$ cat config.mk
export PLATFORM = sky130hd
export DESIGN_NAME = pi_bus_top
export DESIGN_NICKNAME = d
export VERILOG_FILES = /design/src/hw/pi_bus_pkg.sv /design/src/hw/pi_bus_top.sv /design/src/hw/pi_mem_slave.sv /design/src/hw/pi_bus_ctrl.sv /design/src/hw/pi_master.sv
export SDC_FILE = /design/constraint.sdc
export NUM_CORES = 2
export LEC_CHECK = 0
export ABC_AREA = 1
export BUFFER_PORTS_ARGS = -buffer_cell sky130_fd_sc_hd__buf_2
export CORE_UTILIZATION = 50
export DETAILED_ROUTE_END_ITERATION = 7
export GPL_TIMING_DRIVEN = 0
export PLACE_DENSITY = 0.79
export RECOVER_POWER = 50
export SETUP_SLACK_MARGIN = 0.15
export SYNTH_ARGS = -nofsm -noshare
export SYNTH_HDL_FRONTEND = slang
export SYNTH_SLANG_ARGS = --single-unit
$ cat constraint.sdc
create_clock -name clk -period 3.8 [get_ports clk]
set_input_delay 0.57 -clock clk [delete_from_list [all_inputs] [get_ports clk]]
set_output_delay 0.57 -clock clk [all_outputs]
set_load 0.1 [all_outputs]
$ cat src/hw/pi_bus_pkg.sv
//**********************************************************
// shared types and codes of the PI bus subsystem
// widths, transfer opcodes and slave acknowledge codes
// used by every RTL module and by the testbench
//**********************************************************

package pi_bus_pkg;

   typedef logic [29:0] addr_t;   // word address
   typedef logic [31:0] data_t;
   typedef logic [3:0]  opc_t;
   typedef logic [2:0]  ack_t;

   // zero opc means no address phase on the bus
   localparam opc_t OPC_WORD = 4'b0010;
   localparam opc_t OPC_HALF = 4'b0001;   // low 16 bits only

   // acknowledge codes driven by the slave in the data phase
   localparam ack_t ACK_IDLE = 3'd0;
   localparam ack_t ACK_ERR  = 3'd1;
   localparam ack_t ACK_WAT  = 3'd3;
   localparam ack_t ACK_RDY  = 3'd4;
   localparam ack_t ACK_RTR  = 3'd5;

endpackage
$ cat src/hw/pi_bus_top.sv
//**********************************************************
// PI bus subsystem top
// two master controllers, the bus controller and one memory
// slave; masters drive zero when idle so bus lines are ORed
//**********************************************************
`timescale 1ns/1ps

module pi_bus_top #(
   parameter int MEM_DEPTH   = 64,
   parameter int WAIT_CYCLES = 2,
   parameter int TOUT_LIMIT  = 16
) (
   input  logic              clk,
   input  logic              rst_n,
   input  logic              m0_cmd_rd,
   input  logic              m0_cmd_wr,
   input  logic              m0_cmd_lock,
   input  logic              m0_cmd_size,
   input  pi_bus_pkg::addr_t m0_cmd_addr,
   input  pi_bus_pkg::data_t m0_cmd_wdata,
   output logic              m0_st_last_data,
   output logic              m0_st_abort,
   output logic              m0_st_restart,
   output pi_bus_pkg::data_t m0_host_rdata,
   input  logic              m1_cmd_rd,
   input  logic              m1_cmd_wr,
   input  logic              m1_cmd_lock,
   input  logic              m1_cmd_size,
   input  pi_bus_pkg::addr_t m1_cmd_addr,
   input  pi_bus_pkg::data_t m1_cmd_wdata,
   output logic              m1_st_last_data,
   output logic              m1_st_abort,
   output logic              m1_st_restart,
   output pi_bus_pkg::data_t m1_host_rdata
);
   import pi_bus_pkg::*;

   logic  req0;
   logic  req1;
   logic  gnt0;
   logic  gnt1;
   logic  tout;
   logic  m0_read;
   logic  m1_read;
   logic  m0_lock;
   logic  m1_lock;
   addr_t m0_addr;
   addr_t m1_addr;
   opc_t  m0_opc;
   opc_t  m1_opc;
   data_t m0_wdata;
   data_t m1_wdata;
   logic  bus_read;
   logic  bus_lock;
   addr_t bus_addr;
   opc_t  bus_opc;
   data_t bus_wdata;
   data_t bus_rdata;
   ack_t  bus_ack;

   assign bus_read  = m0_read | m1_read;
   assign bus_lock  = m0_lock | m1_lock;
   assign bus_addr  = m0_addr | m1_addr;
   assign bus_opc   = m0_opc | m1_opc;
   assign bus_wdata = m0_wdata | m1_wdata;

   pi_master u_master0 (
      .clk(clk), .rst_n(rst_n),
      .cmd_rd(m0_cmd_rd), .cmd_wr(m0_cmd_wr), .cmd_lock(m0_cmd_lock),
      .cmd_size(m0_cmd_size), .cmd_addr(m0_cmd_addr), .cmd_wdata(m0_cmd_wdata),
      .gnt(gnt0), .tout(tout), .ack(bus_ack), .rdata(bus_rdata),
      .req(req0), .read(m0_read), .lock(m0_lock), .addr(m0_addr),
      .opc(m0_opc), .wdata(m0_wdata),
      .st_last_data(m0_st_last_data), .st_abort(m0_st_abort),
      .st_restart(m0_st_restart), .host_rdata(m0_host_rdata)
   );

   pi_master u_master1 (
      .clk(clk), .rst_n(rst_n),
      .cmd_rd(m1_cmd_rd), .cmd_wr(m1_cmd_wr), .cmd_lock(m1_cmd_lock),
      .cmd_size(m1_cmd_size), .cmd_addr(m1_cmd_addr), .cmd_wdata(m1_cmd_wdata),
      .gnt(gnt1), .tout(tout), .ack(bus_ack), .rdata(bus_rdata),
      .req(req1), .read(m1_read), .lock(m1_lock), .addr(m1_addr),
      .opc(m1_opc), .wdata(m1_wdata),
      .st_last_data(m1_st_last_data), .st_abort(m1_st_abort),
      .st_restart(m1_st_restart), .host_rdata(m1_host_rdata)
   );

   pi_bus_ctrl #(.TOUT_LIMIT(TOUT_LIMIT)) u_bus_ctrl (
      .clk(clk), .rst_n(rst_n),
      .req0(req0), .req1(req1), .lock(bus_lock), .ack(bus_ack),
      .gnt0(gnt0), .gnt1(gnt1), .tout(tout)
   );

   pi_mem_slave #(.MEM_DEPTH(MEM_DEPTH), .WAIT_CYCLES(WAIT_CYCLES)) u_slave (
      .clk(clk), .rst_n(rst_n),
      .addr(bus_addr), .opc(bus_opc), .read(bus_read), .wdata(bus_wdata),
      .ack(bus_ack), .rdata(bus_rdata)
   );

endmodule

$ cat src/hw/pi_mem_slave.sv
//**********************************************************
// PI bus memory slave
// memory below MEM_DEPTH with WAIT_CYCLES wait states,
// a stall window up to twice that, error decode above
// bit-1 addresses are retracted once before being served
//**********************************************************
`timescale 1ns/1ps

module pi_mem_slave #(
   parameter int MEM_DEPTH   = 64,
   parameter int WAIT_CYCLES = 2
) (
   input  logic              clk,
   input  logic              rst_n,
   input  pi_bus_pkg::addr_t addr,
   input  pi_bus_pkg::opc_t  opc,
   input  logic              read,
   input  pi_bus_pkg::data_t wdata,
   output pi_bus_pkg::ack_t  ack,
   output pi_bus_pkg::data_t rdata
);
   import pi_bus_pkg::*;

   localparam int    IDX_W      = $clog2(MEM_DEPTH);
   localparam int    WCNT_W     = $clog2(WAIT_CYCLES + 2);
   localparam addr_t STALL_BASE = addr_t'(MEM_DEPTH);
   localparam addr_t ERR_BASE   = addr_t'(2 * MEM_DEPTH);

   typedef enum logic [1:0] {SL_IDLE, SL_WAIT, SL_STALL, SL_RESP} slv_state_t;

   slv_state_t        state;
   logic [WCNT_W-1:0] wcnt;
   logic              rtr_valid;
   addr_t             rtr_addr;
   logic [IDX_W-1:0]  cur_idx;
   logic              cur_half;
   logic              cur_read;
   data_t             mem [MEM_DEPTH];
   logic              addr_phase;
   logic              mem_hit;
   logic              retract;
   logic [IDX_W-1:0]  rd_idx;
   logic              rd_half;
   logic              rd_read;
   data_t             rd_val;

   assign addr_phase = (state == SL_IDLE) && (opc != '0);
   assign mem_hit    = addr < STALL_BASE;
   assign retract    = addr_phase && mem_hit && addr[1] &&
                       !(rtr_valid && rtr_addr == addr);

   // fresh address in idle, latched one while waiting
   assign rd_idx  = (state == SL_IDLE) ? addr[IDX_W-1:0] : cur_idx;
   assign rd_half = (state == SL_IDLE) ? (opc == OPC_HALF) : cur_half;
   assign rd_read = (state == SL_IDLE) ? read : cur_read;
   assign rd_val  = rd_half ? {16'h0000, mem[rd_idx][15:0]} : mem[rd_idx];

   always_ff @(posedge clk)
   begin
      if (!rst_n)
      begin
         state     <= SL_IDLE;
         ack       <= ACK_IDLE;
         rdata     <= '0;
         wcnt      <= '0;
         rtr_valid <= 1'b0;
      end
      else
      begin
         ack   <= ACK_IDLE;
         rdata <= '0;
         case (state)
            SL_IDLE:
            begin
               if (addr_phase)
               begin
                  if (addr >= ERR_BASE)
                  begin
                     ack   <= ACK_ERR;
                     state <= SL_RESP;
                  end
                  else if (!mem_hit)
                  begin
                     ack   <= ACK_WAT;
                     state <= SL_STALL;
                  end
                  else if (retract)
                  begin
                     ack       <= ACK_RTR;
                     rtr_valid <= 1'b1;
                     state     <= SL_RESP;
                  end
                  else
                  begin
                     if (addr[1])
                        rtr_valid <= 1'b0;   // retried access, serve it
                     if (WAIT_CYCLES == 0)
                     begin
                        ack   <= ACK_RDY;
                        rdata <= rd_read ? rd_val : '0;
                        state <= SL_RESP;
                     end
                     else
                     begin
                        ack   <= ACK_WAT;
                        wcnt  <= WCNT_W'(1);
                        state <= SL_WAIT;
                     end
                  end
               end
            end
            SL_WAIT:
            begin
               if (wcnt == WCNT_W'(WAIT_CYCLES))
               begin
                  ack   <= ACK_RDY;
                  rdata <= rd_read ? rd_val : '0;
                  state <= SL_RESP;
               end
               else
               begin
                  ack  <= ACK_WAT;
                  wcnt <= wcnt + 1'b1;
               end
            end
            SL_STALL:
            begin
               if (opc != '0)
                  ack <= ACK_WAT;   // until the master gives up
               else
                  state <= SL_IDLE;
            end
            default: state <= SL_IDLE;   // final code shown for one cycle
         endcase
      end
   end

   always_ff @(posedge clk)
   begin
      if (addr_phase)
      begin
         cur_idx  <= addr[IDX_W-1:0];
         cur_half <= (opc == OPC_HALF);
         cur_read <= read;
      end
      if (retract)
         rtr_addr <= addr;
      if (state == SL_RESP && ack == ACK_RDY && !cur_read)
      begin
         if (cur_half)
            mem[cur_idx] <= {mem[cur_idx][31:16], wdata[15:0]};
         else
            mem[cur_idx] <= wdata;
      end
   end

endmodule

$ cat src/hw/pi_bus_ctrl.sv
//**********************************************************
// PI bus controller
// round-robin grant between two masters, ownership kept
// over locked transfers, and the data-phase timeout watchdog
//**********************************************************
`timescale 1ns/1ps

module pi_bus_ctrl #(
   parameter int TOUT_LIMIT = 16
) (
   input  logic             clk,
   input  logic             rst_n,
   input  logic             req0,
   input  logic             req1,
   input  logic             lock,
   input  pi_bus_pkg::ack_t ack,
   output logic             gnt0,
   output logic             gnt1,
   output logic             tout
);
   import pi_bus_pkg::*;

   localparam int TCNT_W = $clog2(TOUT_LIMIT + 1);

   typedef enum logic [1:0] {C_FREE, C_BUSY, C_HOLD} ctrl_state_t;

   ctrl_state_t       state;
   logic              last1;   // master 1 had the last grant
   logic [TCNT_W-1:0] wat_cnt;
   logic              pick1;
   logic              release_bus;

   assign pick1 = req1 && (!req0 || !last1);
   assign gnt0  = (state == C_FREE) && req0 && !pick1;
   assign gnt1  = (state == C_FREE) && pick1;

   assign tout = (ack == ACK_WAT) && (wat_cnt == TCNT_W'(TOUT_LIMIT - 1));

   assign release_bus = tout || ack == ACK_ERR || ack == ACK_RTR ||
                        (ack == ACK_RDY && !lock) ||
                        (state == C_HOLD && ack == ACK_IDLE && !lock);   // owner went idle

   always_ff @(posedge clk)
   begin
      if (!rst_n)
      begin
         state   <= C_FREE;
         last1   <= 1'b1;   // master 0 goes first
         wat_cnt <= '0;
      end
      else
      begin
         if (ack == ACK_WAT && !tout)
            wat_cnt <= wat_cnt + 1'b1;
         else
            wat_cnt <= '0;
         case (state)
            C_FREE:
            begin
               if (gnt0 || gnt1)
               begin
                  last1 <= gnt1;
                  state <= C_BUSY;
               end
            end
            default:
            begin
               if (release_bus)
                  state <= C_FREE;
               else if (ack == ACK_RDY)
                  state <= C_HOLD;   // locked, keep the owner
               else if (ack != ACK_IDLE)
                  state <= C_BUSY;
            end
         endcase
      end
   end

endmodule

$ cat src/hw/pi_master.sv
//**********************************************************
// PI bus master controller
// takes held rd/wr command levels from a local host and
// runs request, address and data phases on the bus
// completion, abort and restart are pulsed back to the host
//**********************************************************
`timescale 1ns/1ps

module pi_master (
   input  logic              clk,
   input  logic              rst_n,
   input  logic              cmd_rd,
   input  logic              cmd_wr,
   input  logic              cmd_lock,
   input  logic              cmd_size,
   input  pi_bus_pkg::addr_t cmd_addr,
   input  pi_bus_pkg::data_t cmd_wdata,
   input  logic              gnt,
   input  logic              tout,
   input  pi_bus_pkg::ack_t  ack,
   input  pi_bus_pkg::data_t rdata,
   output logic              req,
   output logic              read,
   output logic              lock,
   output pi_bus_pkg::addr_t addr,
   output pi_bus_pkg::opc_t  opc,
   output pi_bus_pkg::data_t wdata,
   output logic              st_last_data,
   output logic              st_abort,
   output logic              st_restart,
   output pi_bus_pkg::data_t host_rdata
);
   import pi_bus_pkg::*;

   typedef enum logic [2:0] {S_IDLE, S_REQ, S_ADDR, S_DATA, S_RTRCT} mst_state_t;

   mst_state_t state;
   logic       lock_wait;   // locked transfer done, waiting on the host
   logic       cmd_any;

   assign cmd_any = cmd_rd | cmd_wr;

   function automatic opc_t size_opc(input logic half);
      return half ? OPC_HALF : OPC_WORD;
   endfunction

   always_ff @(posedge clk)
   begin
      if (!rst_n)
      begin
         state        <= S_IDLE;
         lock_wait    <= 1'b0;
         req          <= 1'b0;
         read         <= 1'b0;
         lock         <= 1'b0;
         addr         <= '0;
         opc          <= '0;
         wdata        <= '0;
         st_last_data <= 1'b0;
         st_abort     <= 1'b0;
         st_restart   <= 1'b0;
      end
      else
      begin
         st_last_data <= 1'b0;
         st_abort     <= 1'b0;
         st_restart   <= 1'b0;
         case (state)
            S_IDLE:
            begin
               if (cmd_any)
               begin
                  req   <= 1'b1;
                  state <= S_REQ;
               end
            end
            S_REQ, S_RTRCT:
            begin
               if (gnt)
               begin
                  req        <= 1'b0;
                  addr       <= cmd_addr;
                  opc        <= size_opc(cmd_size);
                  read       <= cmd_rd;
                  lock       <= cmd_lock;
                  st_restart <= (state == S_RTRCT);
                  state      <= S_ADDR;
               end
            end
            S_ADDR:
            begin
               lock  <= cmd_lock;
               wdata <= read ? '0 : cmd_wdata;   // write data for the data phase
               state <= S_DATA;
            end
            S_DATA:
            begin
               if (lock_wait)
               begin
                  lock_wait <= 1'b0;
                  if (cmd_any)
                  begin
                     // bus still owned, skip the request
                     addr  <= cmd_addr;
                     opc   <= size_opc(cmd_size);
                     read  <= cmd_rd;
                     state <= S_ADDR;
                  end
                  else
                  begin
                     lock  <= 1'b0;   // lets the controller free the bus
                     state <= S_IDLE;
                  end
               end
               else if (tout || ack == ACK_ERR)
               begin
                  addr     <= '0;
                  opc      <= '0;
                  read     <= 1'b0;
                  lock     <= 1'b0;
                  wdata    <= '0;
                  st_abort <= 1'b1;
                  state    <= S_IDLE;
               end
               else if (ack == ACK_RTR)
               begin
                  addr  <= '0;
                  opc   <= '0;
                  read  <= 1'b0;
                  lock  <= 1'b0;
                  wdata <= '0;
                  req   <= 1'b1;   // same command again
                  state <= S_RTRCT;
               end
               else if (ack == ACK_RDY)
               begin
                  addr         <= '0;
                  opc          <= '0;
                  read         <= 1'b0;
                  wdata        <= '0;
                  st_last_data <= 1'b1;
                  if (lock)
                     lock_wait <= 1'b1;   // lock stays up one more cycle
                  else
                     state <= S_IDLE;
               end
            end
            default: state <= S_IDLE;
         endcase
      end
   end

   always_ff @(posedge clk)
   begin
      if (state == S_DATA && !lock_wait && ack == ACK_RDY && read)
         host_rdata <= rdata;
   end

endmodule

Word level (Yosys, flattened, before mapping)
Memory sizes are Yosys's and may differ from the RTL's.
Index checks and enable logic that the tools add are counted.
Widths: inputs -> output; s select.
{"block": "word_totals", "memories": 1, "mem_bits_rw": 2048, "in_bits": 134, "ff_bits": 302, "wordCells": 323}
{"block": "classes", "n_reduce_logical": 80, "n_addsub": 2, "bitwise_logic": 16, "n_lt_le_gt_ge": 2, "n_eq_ne": 51, "muxes": 134}
{"name": "u_slave.mem", "words": 64, "width": 32, "rd": 1, "rd_clocked_by_memory_dff": 0, "write_ports": 1, "line_no": "pi_mem_slave.sv:38", "rtl": "data_t mem [MEM_DEPTH];"}
{"operator": "$mux 30", "count": 9}
{"operator": "$mux 32", "count": 7}
{"operator": "$pmux 32 s2", "count": 2}
{"operator": "$pmux 30 s2", "count": 2}
{"operator": "$mux 3", "count": 19}
{"operator": "$mux 1", "count": 49}
{"operator": "$mux 2", "count": 21}
{"operator": "$mux 4", "count": 9}
{"operator": "$mux 16", "count": 2}
{"operator": "$or 32x32->32", "count": 1}
{"operator": "$eq 30x30->1", "count": 1}
{"operator": "$ge 30x8->1 const B", "count": 1}
{"operator": "$lt 30x7->1 const B", "count": 1}
{"operator": "$or 30x30->30", "count": 1}
{"operator": "$reduce_and 4->1", "count": 7}
{"operator": "$pmux 3 s4", "count": 2}
{"operator": "$logic_and 1x1->1", "count": 22}
{"operator": "$ne 2x1->1 const B", "count": 9}
{"operator": "$ne 2x2->1 const B", "count": 9}
{"operator": "$reduce_and 6->1", "count": 3}
{"operator": "$ne 4x1->1 const B", "count": 4}
{"operator": "$pmux 4 s2", "count": 2}
{"operator": "$eq 3x2->1 const B", "count": 5}
{"operator": "$reduce_and 3->1", "count": 5}
{"operator": "33 further kinds", "count": 92}

Logic depth before layout (Yosys ltp)
{"block": "logic_depth", "ltp_word": 11, "depth_mapped": 16}

Modules after synthesis
A second synthesis with hierarchy kept.
{"block": "unflattened", "cells_unflattened": 8538, "area_unflattened_um2": 95730.6}
{"mod": "pi_mem_slave", "seq_area_each_um2": 63440.8, "instances": 1, "cells_per_inst": 7271, "area_per_inst_um2": 86125.1}
{"mod": "pi_master", "seq_area_each_um2": 2442.3, "instances": 2, "cells_per_inst": 500, "area_per_inst_um2": 4197.8}
{"mod": "pi_bus_top", "seq_area_each_um2": 0.0, "instances": 1, "cells_per_inst": 204, "area_per_inst_um2": 765.7}
{"mod": "pi_bus_ctrl", "seq_area_each_um2": 160.2, "instances": 1, "cells_per_inst": 63, "area_per_inst_um2": 444.2}

Worst setup path before layout
No wires, ideal clock.
{"block": "synth_timing", "kind": "register to register", "start": "register u_master1.state[1]", "end": "register u_master1.host_rdata[0] (enable)", "required_ns": 3.339, "arrival_ns": 3.401, "period_less_slack_ns": 3.863, "slack_ns": -0.063, "path_stages_with_launch": 8, "cell_sequence": "dfxtp_1 > inv_2 > nor2_1 > nand2_1 > nor2_1 > inv_1 > buf_1 > nor3_1"}
{"block": "synth_via", "elab_chain_cells": 4}
{"element": "from (decl)", "line_no": "pi_master.sv:37", "rtl": "mst_state_t state;"}
{"element": "from (signal assigned)", "line_no": "pi_master.sv:51", "rtl": "state <= S_IDLE;"}
{"element": "from (signal assigned)", "line_no": "pi_master.sv:74", "rtl": "state <= S_REQ;"}
{"element": "from (signal assigned)", "line_no": "pi_master.sv:87", "rtl": "state <= S_ADDR;"}
{"element": "$eq 3x2->1", "line_no": "pi_master.sv:155", "rtl": "if (state == S_DATA && !lock_wait && ack == ACK_RDY && read)"}
{"element": "$logic_and 1x1->1 (3 in a row)", "line_no": "pi_master.sv:155"}
{"element": "to (signal assigned)", "line_no": "pi_master.sv:156", "rtl": "host_rdata <= rdata;"}
{"element": "to (decl)", "line_no": "pi_master.sv:31", "rtl": "output pi_bus_pkg::data_t host_rdata"}
Every way passes these cells.
A chain may end at the register's enable or synchronous reset.

Worst setup path in the final report
{"block": "layout_timing", "start": "register u_slave.state[0]", "end": "register u_slave.rdata[28]"}
{"block": "layout_via", "elab_chain_cells": 4, "word_cells_on_any_way": 9}
{"element": "from (decl)", "line_no": "pi_mem_slave.sv:31", "rtl": "slv_state_t state;"}
{"element": "from (signal assigned)", "line_no": "pi_mem_slave.sv:62", "rtl": "state <= SL_IDLE;"}
{"element": "from (signal assigned)", "line_no": "pi_mem_slave.sv:80", "rtl": "state <= SL_RESP;"}
{"element": "from (signal assigned)", "line_no": "pi_mem_slave.sv:85", "rtl": "state <= SL_STALL;"}
{"element": "branches (longest 4 deep; another with $mem_v2 64x32)"}
{"element": "to (signal assigned)", "line_no": "pi_mem_slave.sv:100", "rtl": "rdata <= rd_read ? rd_val : '0;"}
{"element": "to (signal assigned)", "line_no": "pi_mem_slave.sv:117", "rtl": "rdata <= rd_read ? rd_val : '0;"}
{"element": "to (decl)", "line_no": "pi_mem_slave.sv:20", "rtl": "output pi_bus_pkg::data_t rdata"}
Parallel ways; which one is timed is not known.

==> impl_metrics.tcl <==
set metrics [dict create \
    finalCritPeriodShare 1.03 \
    met1_length_mm 121 \
    cts-root-buf "clkbuf_16" \
    fin_skew_ns 0.0793 \
    clk_pin_slew_ns 0.06 \
    ys_ff_latch 2346 \
    start_util 0.503 \
    core_area_sq_um 188000 \
    die_y_um 437 \
    yosys.area.top_type "edfxtp_1" \
    synth_top_area_frac 0.682 \
    ys.flop_type "edfxtp_1" \
    place_congestion 1.04 \
    dpl_worst_slack_ns -0.448 \
    critPathMaxFanout 11 \
    wl_met3_mm 67.4 \
    drtIter0Drc 15200 \
    synth_area_per_cell_sq_um 11.5 \
    cp-end-kind "flop" \
    tightest_slew_ns 3.39 \
    cts_max_level 4 \
    critPathRequiredTime_ns 4.56 \
    synth_area_leaders "edfxtp_1 68%, nand3_1 9.4%, nand2_1 9.3%" \
    track_usage 0.398 \
    yosysSeqAreaShare 0.724 \
    grt_overflow 0 \
    die_width_um 437 \
    synthCells 8264 \
    synthArstFlopShare 0 \
    ys_warn_count 0 \
    fin_ws_ns -0.0993 \
    multi_input_area_sq_um 23400 \
    synth_most_common_cell "nand2_1" \
    top_layer "met5" \
    grt_pass1_wl_mm 527 \
    ys_types 45 \
    finalSetupViolations 10 \
    hpwl_mm 268 \
    synth_edf_count 2150 \
    timing.final.hold_violations 0 \
    num-nets-final 9199 \
    grt_pass1_vias 70400 \
    cp-start-kind "flop" \
    arrival_ns 4.66 \
    rsz0062_at_grt "false" \
    min_path_type "in2reg" \
    grt_max_degree 65 \
    wl_mm 389 \
    drtAntennaViolNets 0 \
    synth_commonest_cells "2345 x nand2_1, 2150 x edfxtp_1, 1787 x nand3_1" \
    seqCellArea_sq_um 68500 \
    ios 204 \
    area_delta_synth_final_pct 17.9 \
    drc 74 \
    nFillCells 14400 \
    vias 76400 \
    maxSlewViolCount 1831 \
    rows 159 \
    drtPass1Iterations 8 \
    cts_buffer_depth 3 \
    slew_headroom -1.26 \
    wl_met2_mm 160 \
    io_buffers 202 \
    drv_cap 34 \
    outcome "finished, violations left" \
    numCtsBuffers 224 \
    crit_type "reg2reg" \
    syn_nets 8401 \
    cts_sinks 2346 \
    syn_area_sq_um 94700 \
    cts_tree "yes" \
    antenna_found_initial 28 \
    avgViaCountPerCell 6.49 \
    wire_per_inst_um 33.1 \
    dieArea_sq_um 191000 \
    violations "DRC, capacitance limit, slew limit, setup timing" \
    max_freq_mhz 256 \
    layout-drive-gt1-share 0.140 \
    clock_latency_ns 0.94 \
    fin_crit_ns 3.90 \
]
## cells in the final DEF, fill, tap and decap left out, types with 8 or more instances in the layout
cell	instances
clkbuf_8	9
inv_1	313
dfxtp_1	196
buf_6	116
buf_8	30
diode_2	20
a211oi_1	29
clkbuf_2	55
clkbuf_16	227
buf_2	434
nor3_1	8
clkinv_1	57
a21oi_1	188
nand3_1	1777
buf_4	97
clkinv_2	38
o211ai_1	41
clkbuf_1	209
nor2_1	314
or2_0	9
nor3_4	17
buf_12	36
nor3_2	45
nand2_1	2345
edfxtp_1	2150
nor2_4	51
dlygate4sd3_1	117
or2_1	14
clkbuf_4	12
nor2_2	29
buf_16	12
nand3_2	9
o22ai_1	29
buf_1	16
nand4_1	21
bufinv_16	21
o21ai_0	93
or2_2	10
## worst max-delay path, stage by stage, from the launching register on
cell and delay (ns):
dfxtp_1 0.34, inv_1 0.23, nand2_4 0.13, o21ai_1 0.33, buf_4 0.33, buf_4 0.42
clkbuf_4 0.40, nand3_1 0.11, nand3_1 0.10, nand3_1 0.17, nand3_1 0.33, nand3_1 0.35
nand2_1 0.34, nor2_4 0.10
## stage by stage
| step | cells | util | cell area (sq um) | TNS, ns | hold slack (ns) |
|---|---|---|---|---|---|
| 2_1_floorplan | 8264 | - | 94700 | 0 | 0.404 |
| 3_3_place_gp | 11000 | 0.526 | 98800 | -3230.49 | 0.406 |
| 3_5_place_dp | 11200 | 0.545 | 102000 | -38.18 | 0.415 |
| 4_1_cts | 11700 | 0.594 | 112000 | -13.45 | 0.00531 |
| 5_1_grt | 11800 | 0.593 | 112000 | 0 | 0.0283 |
| 6_report | 11800 | 0.593 | 112000 | -0.349 | 0.0333 |
## kinds of logic (layout without fill, tap and decap cells)
group                    Yosys count  in the layout  synth area share
adder cells (fa/ha/maj)            3              3          0.000397
buffers and inverters            842           1835            0.0396
AO/OA/AOI/OAI                    405            405            0.0243
AND/OR/NAND/NOR                 4667           4667             0.212
flip-flops                      2346           2346             0.724
XOR/XNOR                           1              1         0.0000925
other                              0             20                 0
## layer usage
metal	vias up	global-route usage
li1	30600	-
met1	35800	0.476
met2	7960	0.566
met3	2021	0.161
met4	22	0.321
met5	-	0.00378
## area by class of cell
cell class              count  share of cell area
diodes                     20            0.000449
clock buffers             281              0.0535
flip-flops and latches   2346               0.614
multi-input cells        5076               0.209
well taps                2495              0.0280
clock inverters           140              0.0123
inverters                 319              0.0108
repair buffers            572              0.0473
plain buffers             523              0.0242
## timing repair
item | CTS | global route
endpoints found under the setup margin | 1024 | 1098
hold endpoints to repair | 117 | 0
pin swaps | 21 | 6
buffers inserted | 44 | 12
resized for setup | 65 | 95
hold buffers | 117 | 0
## worst paths after layout
kind                                   startpoint                        to  slack (ns)  depth (start not counted)
worst min-delay path             m0_cmd_wdata[14]       u_master0.wdata[14]        0.03                          3
worst max-delay path             u_slave.state[0]         u_slave.rdata[28]        -0.1                         13
worst max register to register   u_slave.state[0]         u_slave.rdata[28]        -0.1                         13
worst min register to register  u_slave.rdata[16]  u_master0.host_rdata[16]        0.42                          0
## state kept, by name, summed over array words and instances (netlist names), 3 cells and up
name	count
u_slave.cur_idx	6
u_master0.addr	30
u_master1.addr	30
u_master0.host_rdata	32
u_slave.ack	3
u_master0.wdata	32
u_master0.state	3
u_bus_ctrl.wat_cnt	5
u_master1.state	3
u_master1.host_rdata	32
u_slave.mem	2048
u_slave.rdata	32
u_slave.rtr_addr	30
u_master1.wdata	32
Power is not shown: default switching activity piles up to over one toggle a cycle in this logic, so the estimate is an artifact.
